<file path="src/hdl/ActiveListTypes.sv">
////////////////////////////////////////
// Active-list pointer type and the test
// used by every stage during recovery.
////////////////////////////////////////
package ActiveListTypes;

    localparam int AlPtrWidth = 5;

    typedef logic [AlPtrWidth-1:0] AlPtr;

    // Head inclusive, tail exclusive, wrapping around the list
    function automatic logic inFlushRange(
        input logic recoveryActive,
        input AlPtr head,
        input AlPtr tail,
        input logic flushAll,
        input AlPtr ptr
    );
        logic inRange;
        if (head < tail) begin
            inRange = (ptr >= head) && (ptr < tail);
        end else if (head > tail) begin
            inRange = (ptr >= head) || (ptr < tail);
        end else begin
            // Empty range
            inRange = 1'b0;
        end
        return recoveryActive && (flushAll || inRange);
    endfunction

endpackage

</file>
<file path="src/hdl/FpOpTypes.sv">
////////////////////////////////////////
// Floating-point micro-op kinds and the
// fields kept in each issue queue entry.
// Used through scoped names only.
////////////////////////////////////////
package FpOpTypes;

    localparam int OpIdWidth = 8;

    typedef enum logic [2:0] {
        ADD  = 3'd0,
        MUL  = 3'd1,
        FMA  = 3'd2,
        DIV  = 3'd3,
        SQRT = 3'd4
    } FpOpKind;

    // Tag that follows an op down the pipe
    typedef logic [OpIdWidth-1:0] OpId;

    // Ops that need the iterative unit
    function automatic logic isDivSqrt(input FpOpKind kind);
        return (kind == DIV) || (kind == SQRT);
    endfunction

endpackage
</file>
<file path="src/hdl/FpIssueSubsystem.sv">
////////////////////////////////////////
// FP issue subsystem top level. Sets the
// widths and connects queue, issue stage,
// divider and register-read latch.
////////////////////////////////////////
`timescale 1ns/1ns

module FpIssueSubsystem #(
    parameter int IssueWidth = 2,
    parameter int DivSqrtIssueWidth = 1,
    parameter int QueueDepth = 8,
    parameter int DivLatency = 6
) (
    input  logic                  clk,
    input  logic                  arstN,
    input  logic                  dispValid,
    input  FpOpTypes::FpOpKind    dispKind,
    input  ActiveListTypes::AlPtr dispAlPtr,
    input  FpOpTypes::OpId        dispOpId,
    output logic                  dispReady,
    input  logic                  stall,
    input  logic                  clear,
    input  logic                  replayReq,
    input  logic                  recoveryActive,
    input  ActiveListTypes::AlPtr flushHead,
    input  ActiveListTypes::AlPtr flushTail,
    input  logic                  flushAll,
    output logic [IssueWidth-1:0] rrValid,
    output FpOpTypes::FpOpKind    rrKind [IssueWidth],
    output ActiveListTypes::AlPtr rrAlPtr [IssueWidth],
    output FpOpTypes::OpId        rrOpId [IssueWidth],
    output logic [IssueWidth-1:0] rrReplay,
    output logic                  divDone,
    output ActiveListTypes::AlPtr divDoneAlPtr
);

    localparam int QueuePtrWidth = $clog2(QueueDepth);

    logic [IssueWidth-1:0]    selValid;
    logic [QueuePtrWidth-1:0] selPtr [IssueWidth];
    logic [IssueWidth-1:0]    issue;
    logic [QueuePtrWidth-1:0] issuePtr [IssueWidth];
    FpOpTypes::FpOpKind       issuedKind [IssueWidth];
    ActiveListTypes::AlPtr    issuedAlPtr [IssueWidth];
    FpOpTypes::OpId           issuedOpId [IssueWidth];
    logic                     replay;
    logic [IssueWidth-1:0]    replayValid;
    FpOpTypes::FpOpKind       replayKind [IssueWidth];
    ActiveListTypes::AlPtr    replayAlPtr [IssueWidth];
    FpOpTypes::OpId           replayOpId [IssueWidth];
    logic                     stageHoldsDiv;
    logic                     acquire;
    ActiveListTypes::AlPtr    acquireAlPtr;
    logic                     divBusy;
    logic [IssueWidth-1:0]    nextValid;
    FpOpTypes::FpOpKind       nextKind [IssueWidth];
    ActiveListTypes::AlPtr    nextAlPtr [IssueWidth];
    FpOpTypes::OpId           nextOpId [IssueWidth];
    logic [IssueWidth-1:0]    nextReplay;

    FpIssueQueue #(
        .IssueWidth(IssueWidth),
        .DivSqrtIssueWidth(DivSqrtIssueWidth),
        .QueueDepth(QueueDepth)
    ) FpIssueQueue_inst (
        .clk(clk), .arstN(arstN),
        .dispValid(dispValid), .dispKind(dispKind), .dispAlPtr(dispAlPtr),
        .dispOpId(dispOpId), .dispReady(dispReady),
        .stall(stall), .divBusy(divBusy), .stageHoldsDiv(stageHoldsDiv),
        .replayReq(replayReq), .issue(issue), .issuePtr(issuePtr),
        .selValid(selValid), .selPtr(selPtr),
        .issuedKind(issuedKind), .issuedAlPtr(issuedAlPtr), .issuedOpId(issuedOpId),
        .replay(replay), .replayValid(replayValid), .replayKind(replayKind),
        .replayAlPtr(replayAlPtr), .replayOpId(replayOpId)
    );

    FpIssueStage #(
        .IssueWidth(IssueWidth),
        .DivSqrtIssueWidth(DivSqrtIssueWidth),
        .QueueDepth(QueueDepth)
    ) FpIssueStage_inst (
        .clk(clk), .arstN(arstN), .stall(stall), .clear(clear),
        .selValid(selValid), .selPtr(selPtr),
        .issuedKind(issuedKind), .issuedAlPtr(issuedAlPtr), .issuedOpId(issuedOpId),
        .replay(replay), .replayValid(replayValid), .replayKind(replayKind),
        .replayAlPtr(replayAlPtr), .replayOpId(replayOpId),
        .recoveryActive(recoveryActive), .flushHead(flushHead),
        .flushTail(flushTail), .flushAll(flushAll),
        .issue(issue), .issuePtr(issuePtr), .stageHoldsDiv(stageHoldsDiv),
        .acquire(acquire), .acquireAlPtr(acquireAlPtr),
        .nextValid(nextValid), .nextKind(nextKind), .nextAlPtr(nextAlPtr),
        .nextOpId(nextOpId), .nextReplay(nextReplay)
    );

    FpDivSqrtUnit #(
        .DivLatency(DivLatency)
    ) FpDivSqrtUnit_inst (
        .clk(clk), .arstN(arstN),
        .acquire(acquire), .acquireAlPtr(acquireAlPtr),
        .recoveryActive(recoveryActive), .flushHead(flushHead),
        .flushTail(flushTail), .flushAll(flushAll),
        .divBusy(divBusy), .divDone(divDone), .divDoneAlPtr(divDoneAlPtr)
    );

    FpRegisterReadStage #(
        .IssueWidth(IssueWidth)
    ) FpRegisterReadStage_inst (
        .clk(clk), .arstN(arstN), .stall(stall), .clear(clear),
        .recoveryActive(recoveryActive), .flushHead(flushHead),
        .flushTail(flushTail), .flushAll(flushAll),
        .nextValid(nextValid), .nextKind(nextKind), .nextAlPtr(nextAlPtr),
        .nextOpId(nextOpId), .nextReplay(nextReplay),
        .rrValid(rrValid), .rrKind(rrKind), .rrAlPtr(rrAlPtr),
        .rrOpId(rrOpId), .rrReplay(rrReplay)
    );

endmodule

</file>
<file path="src/hdl/FpRegisterReadStage.sv">
////////////////////////////////////////
// Register-read latch after FP issue.
// Holds on stall, drops flushed ops.
////////////////////////////////////////
`timescale 1ns/1ns

module FpRegisterReadStage #(
    parameter int IssueWidth = 2
) (
    input  logic                  clk,
    input  logic                  arstN,
    input  logic                  stall,
    input  logic                  clear,
    input  logic                  recoveryActive,
    input  ActiveListTypes::AlPtr flushHead,
    input  ActiveListTypes::AlPtr flushTail,
    input  logic                  flushAll,
    input  logic [IssueWidth-1:0] nextValid,
    input  FpOpTypes::FpOpKind    nextKind [IssueWidth],
    input  ActiveListTypes::AlPtr nextAlPtr [IssueWidth],
    input  FpOpTypes::OpId        nextOpId [IssueWidth],
    input  logic [IssueWidth-1:0] nextReplay,
    output logic [IssueWidth-1:0] rrValid,
    output FpOpTypes::FpOpKind    rrKind [IssueWidth],
    output ActiveListTypes::AlPtr rrAlPtr [IssueWidth],
    output FpOpTypes::OpId        rrOpId [IssueWidth],
    output logic [IssueWidth-1:0] rrReplay
);

    always_ff @(posedge clk or negedge arstN) begin
        if (!arstN) begin
            rrValid <= '0;
        end else if (clear) begin
            rrValid <= '0;
        end else if (!stall) begin
            rrValid <= nextValid;
        end else begin
            for (int i = 0; i < IssueWidth; i++) begin
                rrValid[i] <= rrValid[i] && !ActiveListTypes::inFlushRange(
                    recoveryActive, flushHead, flushTail, flushAll, rrAlPtr[i]);
            end
        end
    end

    always_ff @(posedge clk) begin
        if (!stall) begin
            rrKind <= nextKind;
            rrAlPtr <= nextAlPtr;
            rrOpId <= nextOpId;
            rrReplay <= nextReplay;
        end
    end

endmodule

</file>
<file path="src/hdl/FpDivSqrtUnit.sv">
////////////////////////////////////////
// Iterative div/sqrt model. Locked by an
// acquire, reports done after DivLatency.
////////////////////////////////////////
`timescale 1ns/1ns

module FpDivSqrtUnit #(
    parameter int DivLatency = 6,
    localparam int CountWidth = $clog2(DivLatency + 1)
) (
    input  logic                  clk,
    input  logic                  arstN,
    input  logic                  acquire,
    input  ActiveListTypes::AlPtr acquireAlPtr,
    input  logic                  recoveryActive,
    input  ActiveListTypes::AlPtr flushHead,
    input  ActiveListTypes::AlPtr flushTail,
    input  logic                  flushAll,
    output logic                  divBusy,
    output logic                  divDone,
    output ActiveListTypes::AlPtr divDoneAlPtr
);

    logic [CountWidth-1:0] remaining;

    always_ff @(posedge clk or negedge arstN) begin
        if (!arstN) begin
            divBusy <= 1'b0;
            divDone <= 1'b0;
            remaining <= '0;
        end else begin
            divDone <= 1'b0;
            if (acquire) begin
                divBusy <= 1'b1;
                remaining <= CountWidth'(DivLatency - 1);
            end else if (divBusy) begin
                if (ActiveListTypes::inFlushRange(
                        recoveryActive, flushHead, flushTail, flushAll, divDoneAlPtr)) begin
                    // Cancelled, no completion
                    divBusy <= 1'b0;
                end else if (remaining == '0) begin
                    divBusy <= 1'b0;
                    divDone <= 1'b1;
                end else begin
                    remaining <= remaining - 1'b1;
                end
            end
        end
    end

    always_ff @(posedge clk) begin
        if (acquire) begin
            divDoneAlPtr <= acquireAlPtr;
        end
    end

    // Select logic must never hand a div to a locked unit
    assert property (@(posedge clk) disable iff (!arstN) acquire |-> !divBusy);

endmodule

</file>
<file path="src/hdl/FpIssueStage.sv">
////////////////////////////////////////
// FP issue stage. Registers the selected
// queue pointers, filters flushed ops and
// confirms issue and div/sqrt acquire.
////////////////////////////////////////
`timescale 1ns/1ns

module FpIssueStage #(
    parameter int IssueWidth = 2,
    parameter int DivSqrtIssueWidth = 1,
    parameter int QueueDepth = 8,
    localparam int QueuePtrWidth = $clog2(QueueDepth)
) (
    input  logic                     clk,
    input  logic                     arstN,
    input  logic                     stall,
    input  logic                     clear,
    input  logic [IssueWidth-1:0]    selValid,
    input  logic [QueuePtrWidth-1:0] selPtr [IssueWidth],
    input  FpOpTypes::FpOpKind       issuedKind [IssueWidth],
    input  ActiveListTypes::AlPtr    issuedAlPtr [IssueWidth],
    input  FpOpTypes::OpId           issuedOpId [IssueWidth],
    input  logic                     replay,
    input  logic [IssueWidth-1:0]    replayValid,
    input  FpOpTypes::FpOpKind       replayKind [IssueWidth],
    input  ActiveListTypes::AlPtr    replayAlPtr [IssueWidth],
    input  FpOpTypes::OpId           replayOpId [IssueWidth],
    input  logic                     recoveryActive,
    input  ActiveListTypes::AlPtr    flushHead,
    input  ActiveListTypes::AlPtr    flushTail,
    input  logic                     flushAll,
    output logic [IssueWidth-1:0]    issue,
    output logic [QueuePtrWidth-1:0] issuePtr [IssueWidth],
    output logic                     stageHoldsDiv,
    output logic                     acquire,
    output ActiveListTypes::AlPtr    acquireAlPtr,
    output logic [IssueWidth-1:0]    nextValid,
    output FpOpTypes::FpOpKind       nextKind [IssueWidth],
    output ActiveListTypes::AlPtr    nextAlPtr [IssueWidth],
    output FpOpTypes::OpId           nextOpId [IssueWidth],
    output logic [IssueWidth-1:0]    nextReplay
);

    logic [IssueWidth-1:0]    pipeValid;
    logic [QueuePtrWidth-1:0] pipePtr [IssueWidth];
    logic [IssueWidth-1:0]    laneValid;
    logic [IssueWidth-1:0]    laneFlush;
    logic [IssueWidth-1:0]    laneAcquire;
    FpOpTypes::FpOpKind       laneKind [IssueWidth];
    ActiveListTypes::AlPtr    laneAlPtr [IssueWidth];
    FpOpTypes::OpId           laneOpId [IssueWidth];

    always_ff @(posedge clk or negedge arstN) begin
        if (!arstN) begin
            pipeValid <= '0;
        end else if (!stall) begin
            pipeValid <= selValid;
        end else begin
            // Held ops caught by a recovery are dropped
            for (int i = 0; i < IssueWidth; i++) begin
                pipeValid[i] <= pipeValid[i] && !ActiveListTypes::inFlushRange(
                    recoveryActive, flushHead, flushTail, flushAll, issuedAlPtr[i]);
            end
        end
    end

    always_ff @(posedge clk) begin
        if (!stall) begin
            pipePtr <= selPtr;
        end
    end

    always_comb begin
        stageHoldsDiv = 1'b0;
        for (int i = 0; i < IssueWidth; i++) begin
            if (replay) begin
                laneKind[i] = replayKind[i];
                laneAlPtr[i] = replayAlPtr[i];
                laneOpId[i] = replayOpId[i];
                laneValid[i] = replayValid[i] && !stall;
            end else begin
                laneKind[i] = issuedKind[i];
                laneAlPtr[i] = issuedAlPtr[i];
                laneOpId[i] = issuedOpId[i];
                laneValid[i] = pipeValid[i] && !stall;
            end
            laneFlush[i] = ActiveListTypes::inFlushRange(
                recoveryActive, flushHead, flushTail, flushAll, laneAlPtr[i]);
            nextValid[i] = !clear && laneValid[i] && !laneFlush[i];
            nextKind[i] = laneKind[i];
            nextAlPtr[i] = laneAlPtr[i];
            nextOpId[i] = laneOpId[i];
            nextReplay[i] = replay;
            // A replayed group is already out of the queue
            issue[i] = nextValid[i] && !replay;
            issuePtr[i] = pipePtr[i];
            laneAcquire[i] = issue[i] && FpOpTypes::isDivSqrt(laneKind[i]);
            stageHoldsDiv = stageHoldsDiv ||
                (pipeValid[i] && FpOpTypes::isDivSqrt(issuedKind[i]));
        end
    end

    // Lock the divider from the div-capable lanes
    always_comb begin
        acquire = 1'b0;
        acquireAlPtr = laneAlPtr[0];
        for (int i = 0; i < DivSqrtIssueWidth; i++) begin
            if (laneAcquire[i]) begin
                acquire = 1'b1;
                acquireAlPtr = laneAlPtr[i];
            end
        end
    end

    for (genvar i = DivSqrtIssueWidth; i < IssueWidth; i++) begin : gLaneCheck
        // Queue keeps div and sqrt off the upper lanes
        assert property (@(posedge clk) disable iff (!arstN) !laneAcquire[i]);
    end

endmodule

</file>
<file path="src/hdl/FpIssueQueue.sv">
////////////////////////////////////////
// FP issue queue. Holds dispatched ops,
// selects up to IssueWidth per cycle and
// frees entries on the issue strobe.
////////////////////////////////////////
`timescale 1ns/1ns

module FpIssueQueue #(
    parameter int IssueWidth = 2,
    parameter int DivSqrtIssueWidth = 1,
    parameter int QueueDepth = 8,
    localparam int QueuePtrWidth = $clog2(QueueDepth)
) (
    input  logic                     clk,
    input  logic                     arstN,
    input  logic                     dispValid,
    input  FpOpTypes::FpOpKind       dispKind,
    input  ActiveListTypes::AlPtr    dispAlPtr,
    input  FpOpTypes::OpId           dispOpId,
    output logic                     dispReady,
    input  logic                     stall,
    input  logic                     divBusy,
    input  logic                     stageHoldsDiv,
    input  logic                     replayReq,
    input  logic [IssueWidth-1:0]    issue,
    input  logic [QueuePtrWidth-1:0] issuePtr [IssueWidth],
    output logic [IssueWidth-1:0]    selValid,
    output logic [QueuePtrWidth-1:0] selPtr [IssueWidth],
    output FpOpTypes::FpOpKind       issuedKind [IssueWidth],
    output ActiveListTypes::AlPtr    issuedAlPtr [IssueWidth],
    output FpOpTypes::OpId           issuedOpId [IssueWidth],
    output logic                     replay,
    output logic [IssueWidth-1:0]    replayValid,
    output FpOpTypes::FpOpKind       replayKind [IssueWidth],
    output ActiveListTypes::AlPtr    replayAlPtr [IssueWidth],
    output FpOpTypes::OpId           replayOpId [IssueWidth]
);

    logic [QueueDepth-1:0]    entryValid;
    logic [QueueDepth-1:0]    inFlight;
    FpOpTypes::FpOpKind       entryKind [QueueDepth];
    ActiveListTypes::AlPtr    entryAlPtr [QueueDepth];
    FpOpTypes::OpId           entryOpId [QueueDepth];
    logic [IssueWidth-1:0]    heldValid;
    logic [QueuePtrWidth-1:0] freePtr;

    // Lowest free slot takes the next dispatch
    always_comb begin
        dispReady = 1'b0;
        freePtr = '0;
        for (int e = QueueDepth - 1; e >= 0; e--) begin
            if (!entryValid[e]) begin
                dispReady = 1'b1;
                freePtr = QueuePtrWidth'(e);
            end
        end
    end

    // Lane by lane, lowest index first, at most one div/sqrt per cycle
    always_comb begin
        logic [QueueDepth-1:0] taken;
        logic divTaken;
        logic divOp;
        taken = '0;
        divTaken = divBusy || stageHoldsDiv;
        for (int l = 0; l < IssueWidth; l++) begin
            selValid[l] = 1'b0;
            selPtr[l] = '0;
            for (int e = 0; e < QueueDepth; e++) begin
                divOp = FpOpTypes::isDivSqrt(entryKind[e]);
                if (!selValid[l] && !stall && entryValid[e] && !inFlight[e] && !taken[e] &&
                    (!divOp || (l < DivSqrtIssueWidth && !divTaken))) begin
                    selValid[l] = 1'b1;
                    selPtr[l] = QueuePtrWidth'(e);
                    taken[e] = 1'b1;
                    divTaken = divTaken || divOp;
                end
            end
        end
    end

    // Entry currently held by the stage
    always_comb begin
        for (int l = 0; l < IssueWidth; l++) begin
            issuedKind[l] = entryKind[issuePtr[l]];
            issuedAlPtr[l] = entryAlPtr[issuePtr[l]];
            issuedOpId[l] = entryOpId[issuePtr[l]];
        end
    end

    always_ff @(posedge clk or negedge arstN) begin
        if (!arstN) begin
            entryValid <= '0;
            inFlight <= '0;
            heldValid <= '0;
            replay <= 1'b0;
            replayValid <= '0;
        end else begin
            replay <= replayReq;
            if (!stall) begin
                heldValid <= selValid;
                for (int l = 0; l < IssueWidth; l++) begin
                    // Held but not confirmed, so it may be picked again
                    if (heldValid[l] && !issue[l]) begin
                        inFlight[issuePtr[l]] <= 1'b0;
                    end
                    if (selValid[l]) begin
                        inFlight[selPtr[l]] <= 1'b1;
                    end
                end
            end
            for (int l = 0; l < IssueWidth; l++) begin
                if (issue[l]) begin
                    entryValid[issuePtr[l]] <= 1'b0;
                    inFlight[issuePtr[l]] <= 1'b0;
                end
            end
            if (|issue) begin
                replayValid <= issue;
            end
            if (dispValid && dispReady) begin
                entryValid[freePtr] <= 1'b1;
            end
        end
    end

    always_ff @(posedge clk) begin
        if (dispValid && dispReady) begin
            entryKind[freePtr] <= dispKind;
            entryAlPtr[freePtr] <= dispAlPtr;
            entryOpId[freePtr] <= dispOpId;
        end
        // Copy of the last issued group
        for (int l = 0; l < IssueWidth; l++) begin
            if (issue[l]) begin
                replayKind[l] <= issuedKind[l];
                replayAlPtr[l] <= issuedAlPtr[l];
                replayOpId[l] <= issuedOpId[l];
            end
        end
    end

    for (genvar l = 0; l < IssueWidth; l++) begin : gIssueCheck
        // Stage confirms only entries that are still allocated
        assert property (@(posedge clk) disable iff (!arstN)
            issue[l] |-> entryValid[issuePtr[l]]);
    end

endmodule

</file>
<file path="config.mk">
export PLATFORM = sky130hd
export DESIGN_NAME = FpIssueSubsystem
export DESIGN_NICKNAME = d
export VERILOG_FILES = /design/src/hdl/ActiveListTypes.sv /design/src/hdl/FpOpTypes.sv /design/src/hdl/FpIssueSubsystem.sv /design/src/hdl/FpRegisterReadStage.sv /design/src/hdl/FpDivSqrtUnit.sv /design/src/hdl/FpIssueStage.sv /design/src/hdl/FpIssueQueue.sv
export SDC_FILE = /design/constraint.sdc
export NUM_CORES = 1
export LEC_CHECK = 0
export BUFFER_PORTS_ARGS = -buffer_cell sky130_fd_sc_hd__buf_2
export CAP_MARGIN = 20
export CELL_PAD_IN_SITES_DETAIL_PLACEMENT = 0
export CELL_PAD_IN_SITES_GLOBAL_PLACEMENT = 1
export CORE_AREA = 5 5 176 178
export CTS_CLUSTER_SIZE = 24
export DETAILED_ROUTE_END_ITERATION = 8
export DIE_AREA = 0 0 181 183
export PLACE_DENSITY = 0.82
export SYNTH_ARGS = -nofsm -noshare
export SYNTH_HDL_FRONTEND = slang
export SYNTH_SLANG_ARGS = --single-unit
</file>
<file path="constraint.sdc">
create_clock -name clk -period 5.55 [get_ports clk]
set_input_delay 0.2775 -clock clk [delete_from_list [all_inputs] [get_ports clk]]
set_output_delay 0.2775 -clock clk [all_outputs]
set_load 0.005 [all_outputs]
</file>
## Word level (Yosys, flattened, before mapping)

Memory sizes are Yosys's and may differ from the RTL's. A register that Yosys moved wholly into a read port is not among the register bits.
Cells that the tools add are included.

| storage, ports and cells | value |
|---|---|
| memories kept | 3 |
| output and inout port bits | 43 |
| bits in writable memories | 128 |
| register bits | 106 |

| cells by class | value |
|---|---|
| multiplexer cells | 137 |
| $add $sub $neg | 1 |
| reduce and logical (&&, ||, !) cells | 209 |
| bitwise gates (word level) | 11 |
| magnitude comparators | 26 |
| equality and inequality tests | 24 |

Memories:

| name | words | width | read ports | clocked after memory_dff | write ports | line | text |
|---|---|---|---|---|---|---|---|
| FpIssueQueue_inst.entryOpId | 8 | 8 | 2 | 2 | 1 | FpIssueQueue.sv:43 | `FpOpTypes::OpId entryOpId [QueueDepth];` |
| FpIssueQueue_inst.entryAlPtr | 8 | 5 | 2 | 2 | 1 | FpIssueQueue.sv:42 | `ActiveListTypes::AlPtr entryAlPtr [QueueDepth];` |
| FpIssueQueue_inst.entryKind | 8 | 3 | 10 | 2 | 1 | FpIssueQueue.sv:41 | `FpOpTypes::FpOpKind entryKind [QueueDepth];` |

Operators by type and width:

| kind | count |
|---|---|
| $mux W8 | 15 |
| $logic_and A1 B1 Y1 | 107 |
| $mux W3 | 30 |
| $mux W1 | 80 |
| $logic_not A1 Y1 | 56 |
| $and A8 B8 Y8 | 6 |
| $logic_or A1 B1 Y1 | 42 |
| $lt A5 B5 Y1 | 8 |
| $ge A5 B5 Y1 | 7 |
| $eq A3 B2 Y1 const B | 11 |
| $eq A3 B3 Y1 const B | 11 |
| $or A8 B8 Y8 | 3 |
| $lt A3 B4 Y1 const B | 5 |
| $not A8 Y8 | 2 |
| $demux W1 S3 | 5 |
| $ge A3 B1 Y1 const B | 5 |
| $mux W2 | 5 |
| $mux W5 | 2 |
| $gt A5 B5 Y1 | 1 |
| $ne A2 B1 Y1 const B | 2 |
| $logic_not A3 Y1 | 1 |
| $reduce_and A3 Y1 | 1 |
| $sub A3 B1 Y3 const B | 1 |
| $reduce_bool A2 Y1 | 1 |
| $reduce_or A2 Y1 | 1 |

## Longest topological paths before layout

Gate-level depths: netlist of run 1.

| logic depth | value |
|---|---|
| depth in word-level cells | 73 |
| mapped depth | 16 |

## Cells and area by module

Synthesis of run 1 repeated with hierarchy kept, for this count alone.

| second synthesis, totals | value |
|---|---|
| cell total of the unflattened synthesis | 1,002 |
| area, all modules | 12,380.6 sq um |

Modules (own cells, without submodules):

| module | cells an instance | area an instance (sq um) | times used |
|---|---|---|---|
| FpIssueQueue | 602 | 7,995.2 | 1 |
| FpIssueStage | 202 | 1,853.0 | 1 |
| FpRegisterReadStage | 118 | 1,729.2 | 1 |
| FpDivSqrtUnit | 80 | 803.3 | 1 |

## Worst setup path before layout of run 1

OpenSTA, ideal clock, no wires.

| timing path | value |
|---|---|
| path kind | flip-flop to flip-flop |
| start | register with a tool-made name |
| end | register FpIssueQueue_inst.entryValid[3] |
| arrival time | 4.592 ns |
| period minus slack after synthesis | 4.710 ns |
| buffers on the path | 3 |
| setup slack | 0.840 ns |
| setup time | 0.118 ns |
| cell stages (with the launch flop) | 16 |
| path through | dfxtp_1 -> buf_6 -> buf_1 -> mux4_2 -> mux2_2 -> mux2_2 -> ha_1 -> a211oi_1 -> o31ai_1 -> a31o_2 -> a21oi_1 -> and2_1 -> clkbuf_1 -> nor2b_1 -> a32oi_1 -> a21o_1 |

RTL lines:

| element | line | text |
|---|---|---|
| end signal, assigned | FpIssueQueue.sv:93 | `entryValid <= '0;` |
| end signal, assigned by index | FpIssueQueue.sv:114 | `entryValid[issuePtr[l]] <= 1'b0;` |
| end signal, assigned by index | FpIssueQueue.sv:122 | `entryValid[freePtr] <= 1'b1;` |
| end, declared | FpIssueQueue.sv:39 | `logic [QueueDepth-1:0] entryValid;` |

==> reports/qor.txt, run 1 <==
core area: 29,200 um2
proportion of synthesized area in mux cells: 17.2%
Die Span Y: 183 um
DR DRC count: 0
initial DRC count: 897
initial antenna violation count: 2
Setup Buffers After CTS: 0
Synth Flop Type: edfxtp_1
setup_tns: 0 ns
first-pass GRT wire length: 49.8 mm
TritonCTS Sinks: 240
Distinct cells, synth: 80
layout overhead on the synthesized area: 14.0%
Port Buffer Count: 76
#FFs+latches synth: 240
leakage power: 5.55 nW
post-synthesis compound-gate area fraction: 10.9%
final setup violation count: 0
Ys Warns: 0
switch share: 34.8%
adder and majority gate portion of the synthesized area: 6.79%
CP max-delay cell: dfxtp_2
sw power: 0.00260 W
Fill cells: 2,413
RSZ-0062 raised after global routing: no
CP Class: reg -> reg
Pre-antenna DRT Iters: 6
Mapped Area: 12,900 um2
Die ar.: 33,100 um2
Detail Route Antenna Nets: 0
TritonCTS clock tree: done
commonest non-fill, non-tap cell in the layout: edfxtp_1
CP Capture Type: register
I/O pin count: 77
post-layout minimum cycle time: 4.82 ns
clock share of power: 24.1%
Hold Path Origin: dispOpId[0]
dpl ws: 0.797 ns
syn_nets: 1,001
Chip Width: 181 um
fin crit share: 86.9%
gr ovfl total: 0
max incr delay on CP: 0.74 ns
gp weighted congestion: 0.908
Initial Util: 44.1%
worst-margin pin slew: 0.989 ns
most frequent cells in the layout: edfxtp_1, buf_2, ha_1, mux2_2, mux4_2
vias in the first global route: 8,500
Peak Freq: 207 MHz
register area share after synthesis: 54.3%
Final Net Count: 1,098
Longest Clk Path Bufs: 3
vias post-DR: 8,340
share of cells above drive strength 1: 27.9%
H-tree depth: 1
Worst Clk Skew: 0.0121 ns
GRT Resource Usage Total: 19.0%
Combinational Power Share: 38.6%
Slew headroom: 33.4%
PnR worst setup slack: 0.725 ns
MaxCap Viol Count: 0
Max Slew Vio Count: 0
Clock transition at path regs: 0.07 ns
post-synthesis simple-gate area fraction: 8.55%
post-synthesis xor/xnor area fraction: 0%
Flop pwr share: 37.3%
largest net degree at the start of global routing: 55
Post-synth ARST share: 12.5%
Routed WL per cell: 22.7 um
PostCTS Resize Cnt: 0
FP Rows: 63
CTS buffer count: 25
Routed Wire Length: 31.8 mm
HPWL after DPL: 22.4 mm
CP Data Required Time: 5.98 ns
Post-synth EDFFs: 204
outcome: completed
Critical Path, Cell by Cell: mux4_1 -> mux2_2 -> mux2i_1 -> ha_1 -> nand2b_1 -> a211oi_1 -> o31ai_1 -> a31o_2 -> a21oi_1 -> and2_1 -> nor2b_1 -> a32oi_1 -> a21o_1
main combinational cell family by area after synthesis: multiplexers
type of the most critical hold path: in -> reg
Worst setup SP type: register
power density cells: 509 nW/um2
crit path DAT: 5.25 ns
Post-Syn Instances: 897
n_diodes: 0
Avg Synthesized Cell Area: 14.4 um2
worst ir drop on vdd: 0.253 mV
Via-to-Cell Ratio: 5.95
internal power: 0.00488 W
Skew-Pair Late Insertion Delay: 0.54 ns
Root Buffer: clkbuf_16
final hold viol count: 0
CP Max Fanout: 18
## state kept, by name (all words and copies together), names as in the netlist, 2 cells and up, named ones only
| signal | flops |
|---|---|
| FpIssueQueue_inst.heldValid | 2 |
| FpIssueQueue_inst.inFlight | 8 |
| FpRegisterReadStage_inst.rrValid | 2 |
| FpIssueQueue_inst.entryAlPtr | 40 |
| FpIssueQueue_inst.replayAlPtr | 10 |
| FpIssueQueue_inst.replayOpId | 16 |
| FpDivSqrtUnit_inst.divDoneAlPtr | 5 |
| FpIssueQueue_inst.entryOpId | 64 |
| FpIssueQueue_inst.replayValid | 2 |
| FpRegisterReadStage_inst.rrOpId | 16 |
| FpIssueQueue_inst.entryValid | 8 |
| FpIssueStage_inst.issuePtr | 6 |
| FpRegisterReadStage_inst.rrAlPtr | 10 |
| FpIssueStage_inst.pipeValid | 2 |
| FpRegisterReadStage_inst.rrKind | 6 |
| FpDivSqrtUnit_inst.remaining | 3 |
| FpIssueQueue_inst.replayKind | 6 |
| FpIssueQueue_inst.entryKind | 24 |
## routing by layer
metal	track usage [%]	wire (um)	up-vias
li1	-	-	3804
met5	0	27	-
met3	3.45	2240	58
met2	31.6	15100	342
met1	26.1	13700	4132
met4	4.98	771	4
## kinds of logic after synthesis
kind of cell	Yosys count
flops	240
simple gates	208
buf+inv	66
fa+ha+maj	70
mux	130
compound gates	183
## critical path: cells and delay by family, from the launching register on
| kind | cells | cell delay [ns] |
|---|---|---|
| AO/OA/AOI/OAI | 6 | 1.47 |
| multiplexers | 3 | 1.29 |
| AND/OR/NAND/NOR | 3 | 0.91 |
| flip-flops | 1 | 0.74 |
| adder cells (fa/ha/maj) | 1 | 0.29 |
## Yosys cell counts (all sizes together), types with 5 or more instances
master	n	area share, %
a211oi	7	0.41
a21o	34	2.0
a21oi	25	0.97
a221o	5	0.39
a22o	5	0.34
a31oi	10	0.58
and2	5	0.24
buf	15	0.75
clkbuf	17	0.49
dfrtp	30	5.8
dfxtp	6	0.93
edfxtp	204	48
ha	70	6.8
inv	33	0.96
mux2	62	5.5
mux4	64	11
nand2	49	1.4
nand2b	26	1.3
nand3	13	0.50
nand3b	5	0.29
nand4	7	0.39
nor2	42	1.3
nor2b	10	0.49
nor3	12	0.55
nor3b	11	0.64
o211ai	6	0.35
o21ai	17	0.66
o22ai	6	0.29
o31ai	14	0.96
or2	6	0.29
or3	8	0.39
## timing repair
| item | CTS | global route |
|---|---|---|
| endpoints found under the setup margin | 0 | 0 |
| endpoints found under the hold margin | 33 | 0 |
| hold buffers | 3 | 0 |
## layout make-up
cell class                 count  area (um2)  area share, %
timing repair buffer         102         583           3.97
multi-input combinational    591        5610           38.2
inverter                      34         128          0.868
clock buffer                  28         637           4.33
sequential                   240        7000           47.6
tap                          390         488           3.32
clock inverter                17         250           1.70
## power by group through the flow
stage                     combinational [W]  clock (W)  sequential [W]
after floorplan                     0.00220          0         0.00262
after global placement              0.00282          0         0.00280
after detailed placement            0.00286          0         0.00282
after CTS                           0.00289    0.00183         0.00279
after global routing                0.00316    0.00192         0.00284
final                               0.00289    0.00180         0.00279
## final timing paths
kind | end | slack (ns) | depth (start not counted)
hold reg to reg | FpIssueQueue_inst.replayValid[0]$_DFFE_PN0P_ | 0.52 | 1
hold / removal | FpIssueQueue_inst.entryOpId[0][0]$_DFFE_PP_ | 0.02 | 1
max in group asynchronous | FpDivSqrtUnit_inst.remaining[0]$_DFFE_PN0P_ | 4.70 | 2
setup reg to reg | FpIssueQueue_inst.entryValid[3]$_DFF_PN0_ | 0.73 | 13
min in group asynchronous | FpIssueQueue_inst.entryValid[4]$_DFF_PN0_ | 0.35 | 2
setup / recovery | FpIssueQueue_inst.entryValid[3]$_DFF_PN0_ | 0.73 | 13
## per-stage QoR
step	instance area [um2]	total power, W	util, %	hold slack, ns	std cells
finish	14700	0.00748	50.3	0.0171	1402
global route	14700	0.00792	50.3	0.0167	1402
CTS	14700	0.00751	50.3	0.0000418	1402
detailed placement	13800	0.00568	47.1	0.387	1354
global placement	13800	0.00562	47.1	0.376	1354
floorplan	12900	0.00482	-	-0.0181	897
Power figures use the tool's default switching activity.
==> run 2: changes to the inputs <==
- CORE_AREA: 5 5 176 178 -> 2 2 173 175
- DIE_AREA: 0 0 181 183 -> 0 0 175 177
==> run 2 against run 1 <==
  * Non-clock buffer count down 2
  * Final cell count unchanged
  * Sequential power about the same
  * Maximum frequency up 5.2%
  * Combinational power about the same
  * Clock skew down 0.0016 ns
  * Register-to-register slack better by 0.24 ns
  * Largest cell class unchanged
  * Largest power group unchanged
  * Highest routed layer is now met4
==> reports/qor.txt, run 2 (same netlist as run 1, synthesis figures left out) <==
fin crit share: 82.6%
first-pass GRT wire length: 49.3 mm
Buf/Inv on CP: 1
CP Class: reg -> reg
final setup violation count: 0
Max Slew Vio Count: 0
Die Span Y: 177 um
Longest Clk Path Bufs: 3
Worst setup SP type: register
most frequent cells in the layout: edfxtp_1, buf_2, ha_1, mux2_2, mux4_2
final hold viol count: 0
CP Data Required Time: 6.01 ns
dpl ws: 0.953 ns
initial DRC count: 893
TritonCTS clock tree: done
MaxCap Viol Count: 0
outcome: completed
CP Capture Type: register
PostCTS Resize Cnt: 0
crit path DAT: 5.05 ns
DR DRC count: 0
gr ovfl total: 0
I/O pin count: 77
# hold bufs at CTS: 5
Setup Buffers After CTS: 0
Routed WL per cell: 22.9 um
power density cells: 510 nW/um2
Peak Freq: 218 MHz
hold_ws: 0.0142 ns
vias in the first global route: 8,334
Worst Clk Skew: 0.0105 ns
vias post-DR: 8,443
Largest register FFs: 64
Slew headroom: 26.0%
Chip Width: 175 um
Pre-antenna DRT Iters: 7
CP max-delay cell: dfxtp_2
Top reg by flops: FpIssueQueue_inst.entryOpId
CP Max Fanout: 18
Clock transition at path regs: 0.07 ns
Skew-Pair Late Insertion Delay: 0.54 ns
Die ar.: 31,000 um2
Initial Util: 44.1%
PnR worst setup slack: 0.963 ns
commonest non-fill, non-tap cell in the layout: edfxtp_1
family with the most delay on the worst path: compound AO/OA/AOI/OAI gates
Port Buffer Count: 76
worst ir drop on vdd: 0.332 mV
worst-margin pin slew: 1.11 ns
Final Net Count: 1,096
core area: 29,200 um2
GRT Resource Usage Total: 20.7%
gp weighted congestion: 0.900
Critical Path, Cell by Cell: buf_4 -> mux4_2 -> mux2_2 -> mux2_2 -> ha_1 -> a211o_1 -> a31oi_1 -> nand3_1 -> a31oi_2 -> nor2_2 -> and2_1 -> a221o_1 -> a31oi_1
Routed Wire Length: 32.1 mm
CTS buffer count: 25
largest net degree at the start of global routing: 55
Root Buffer: clkbuf_16
type of the most critical hold path: in -> reg
share of cells above drive strength 1: 27.3%
top flop regs: FpIssueQueue_inst.entryOpId x64, FpIssueQueue_inst.entryAlPtr x40, FpIssueQueue_inst.entryKind x24
post-layout minimum cycle time: 4.59 ns
layout overhead on the synthesized area: 13.8%
initial antenna violation count: 1
TritonCTS Sinks: 240
H-tree depth: 1
Via-to-Cell Ratio: 6.02
leakage power: 5.53 nW
setup_tns: 0 ns
max incr delay on CP: 0.64 ns
Detail Route Antenna Nets: 0
FP Rows: 63
RSZ-0062 raised after global routing: no
HPWL after DPL: 22.2 mm
Final Util: 50.2%
==> run 2: worst register-to-register path, cell delays in order (launching register included) <==
cell and delay (ns):
dfxtp_2 0.64, buf_4 0.44, mux4_2 0.55, mux2_2 0.33, mux2_2 0.32, ha_1 0.30, a211o_1 0.27, a31oi_1 0.20
nand3_1 0.11, a31oi_2 0.37, nor2_2 0.19, and2_1 0.26, a221o_1 0.37, a31oi_1 0.14
==> run 2: worst paths after layout <==
path,slack [ns],depth (start not counted),end,start
min,0.01,1,FpIssueQueue_inst.entryOpId[2][0]$_DFFE_PP_,dispOpId[0]
max in group asynchronous,4.75,2,FpIssueQueue_inst.replay$_DFF_PN0_,arstN
max reg2reg,0.96,13,FpIssueQueue_inst.inFlight[6]$_DFF_PN0_,register
max,0.96,13,FpIssueQueue_inst.inFlight[6]$_DFF_PN0_,register
min in group asynchronous,0.33,2,FpIssueQueue_inst.entryValid[6]$_DFF_PN0_,arstN
min reg2reg,0.51,1,FpIssueQueue_inst.replayValid[0]$_DFFE_PN0P_,FpIssueQueue_inst.replayValid[0]$_DFFE_PN0P_
==> run 2: layer usage <==
layer | up-vias | share of wire (%) | global-route usage [%]
met5 | - | 0 | 0
met3 | 44 | 7.4 | 3.63
li1 | 3808 | - | -
met2 | 337 | 47 | 33.1
met4 | 0 | 2.0 | 5.10
met1 | 4254 | 44 | 29.6
==> run 2: layout make-up <==
cell class / instances / area, um2
inverters: 34 / 128
well taps: 390 / 488
repair buffers: 100 / 573
clock buffers: 30 / 644
fillers: 2462 / 14600
diodes: 1 / 2.50
clock inverters: 16 / 225
multi-input cells: 591 / 5610
flip-flops and latches: 240 / 7000
==> run 2: per-stage QoR <==
| stage | power [W] | area (um2) | cells |
|---|---|---|---|
| 3_5_place_dp | 0.00569 | 13700 | 1350 |
| 3_3_place_gp | 0.00563 | 13700 | 1350 |
| 6_report | 0.00748 | 14700 | 1402 |
| 4_1_cts | 0.00748 | 14700 | 1401 |
| 5_1_grt | 0.00787 | 14700 | 1401 |
| 2_1_floorplan | 0.00482 | 12900 | 897 |
==> run 2: report_power, final <==
| part | switching, W | leakage, nW | internal (W) | total [W] |
|---|---|---|---|---|
| registers | 0.000386 | 2.26 | 0.00243 | 0.00281 |
| clock network | 0.000708 | 0.418 | 0.00107 | 0.00178 |
| logic | 0.00152 | 2.85 | 0.00136 | 0.00289 |
| total | 0.00262 | 5.53 | 0.00486 | 0.00748 |
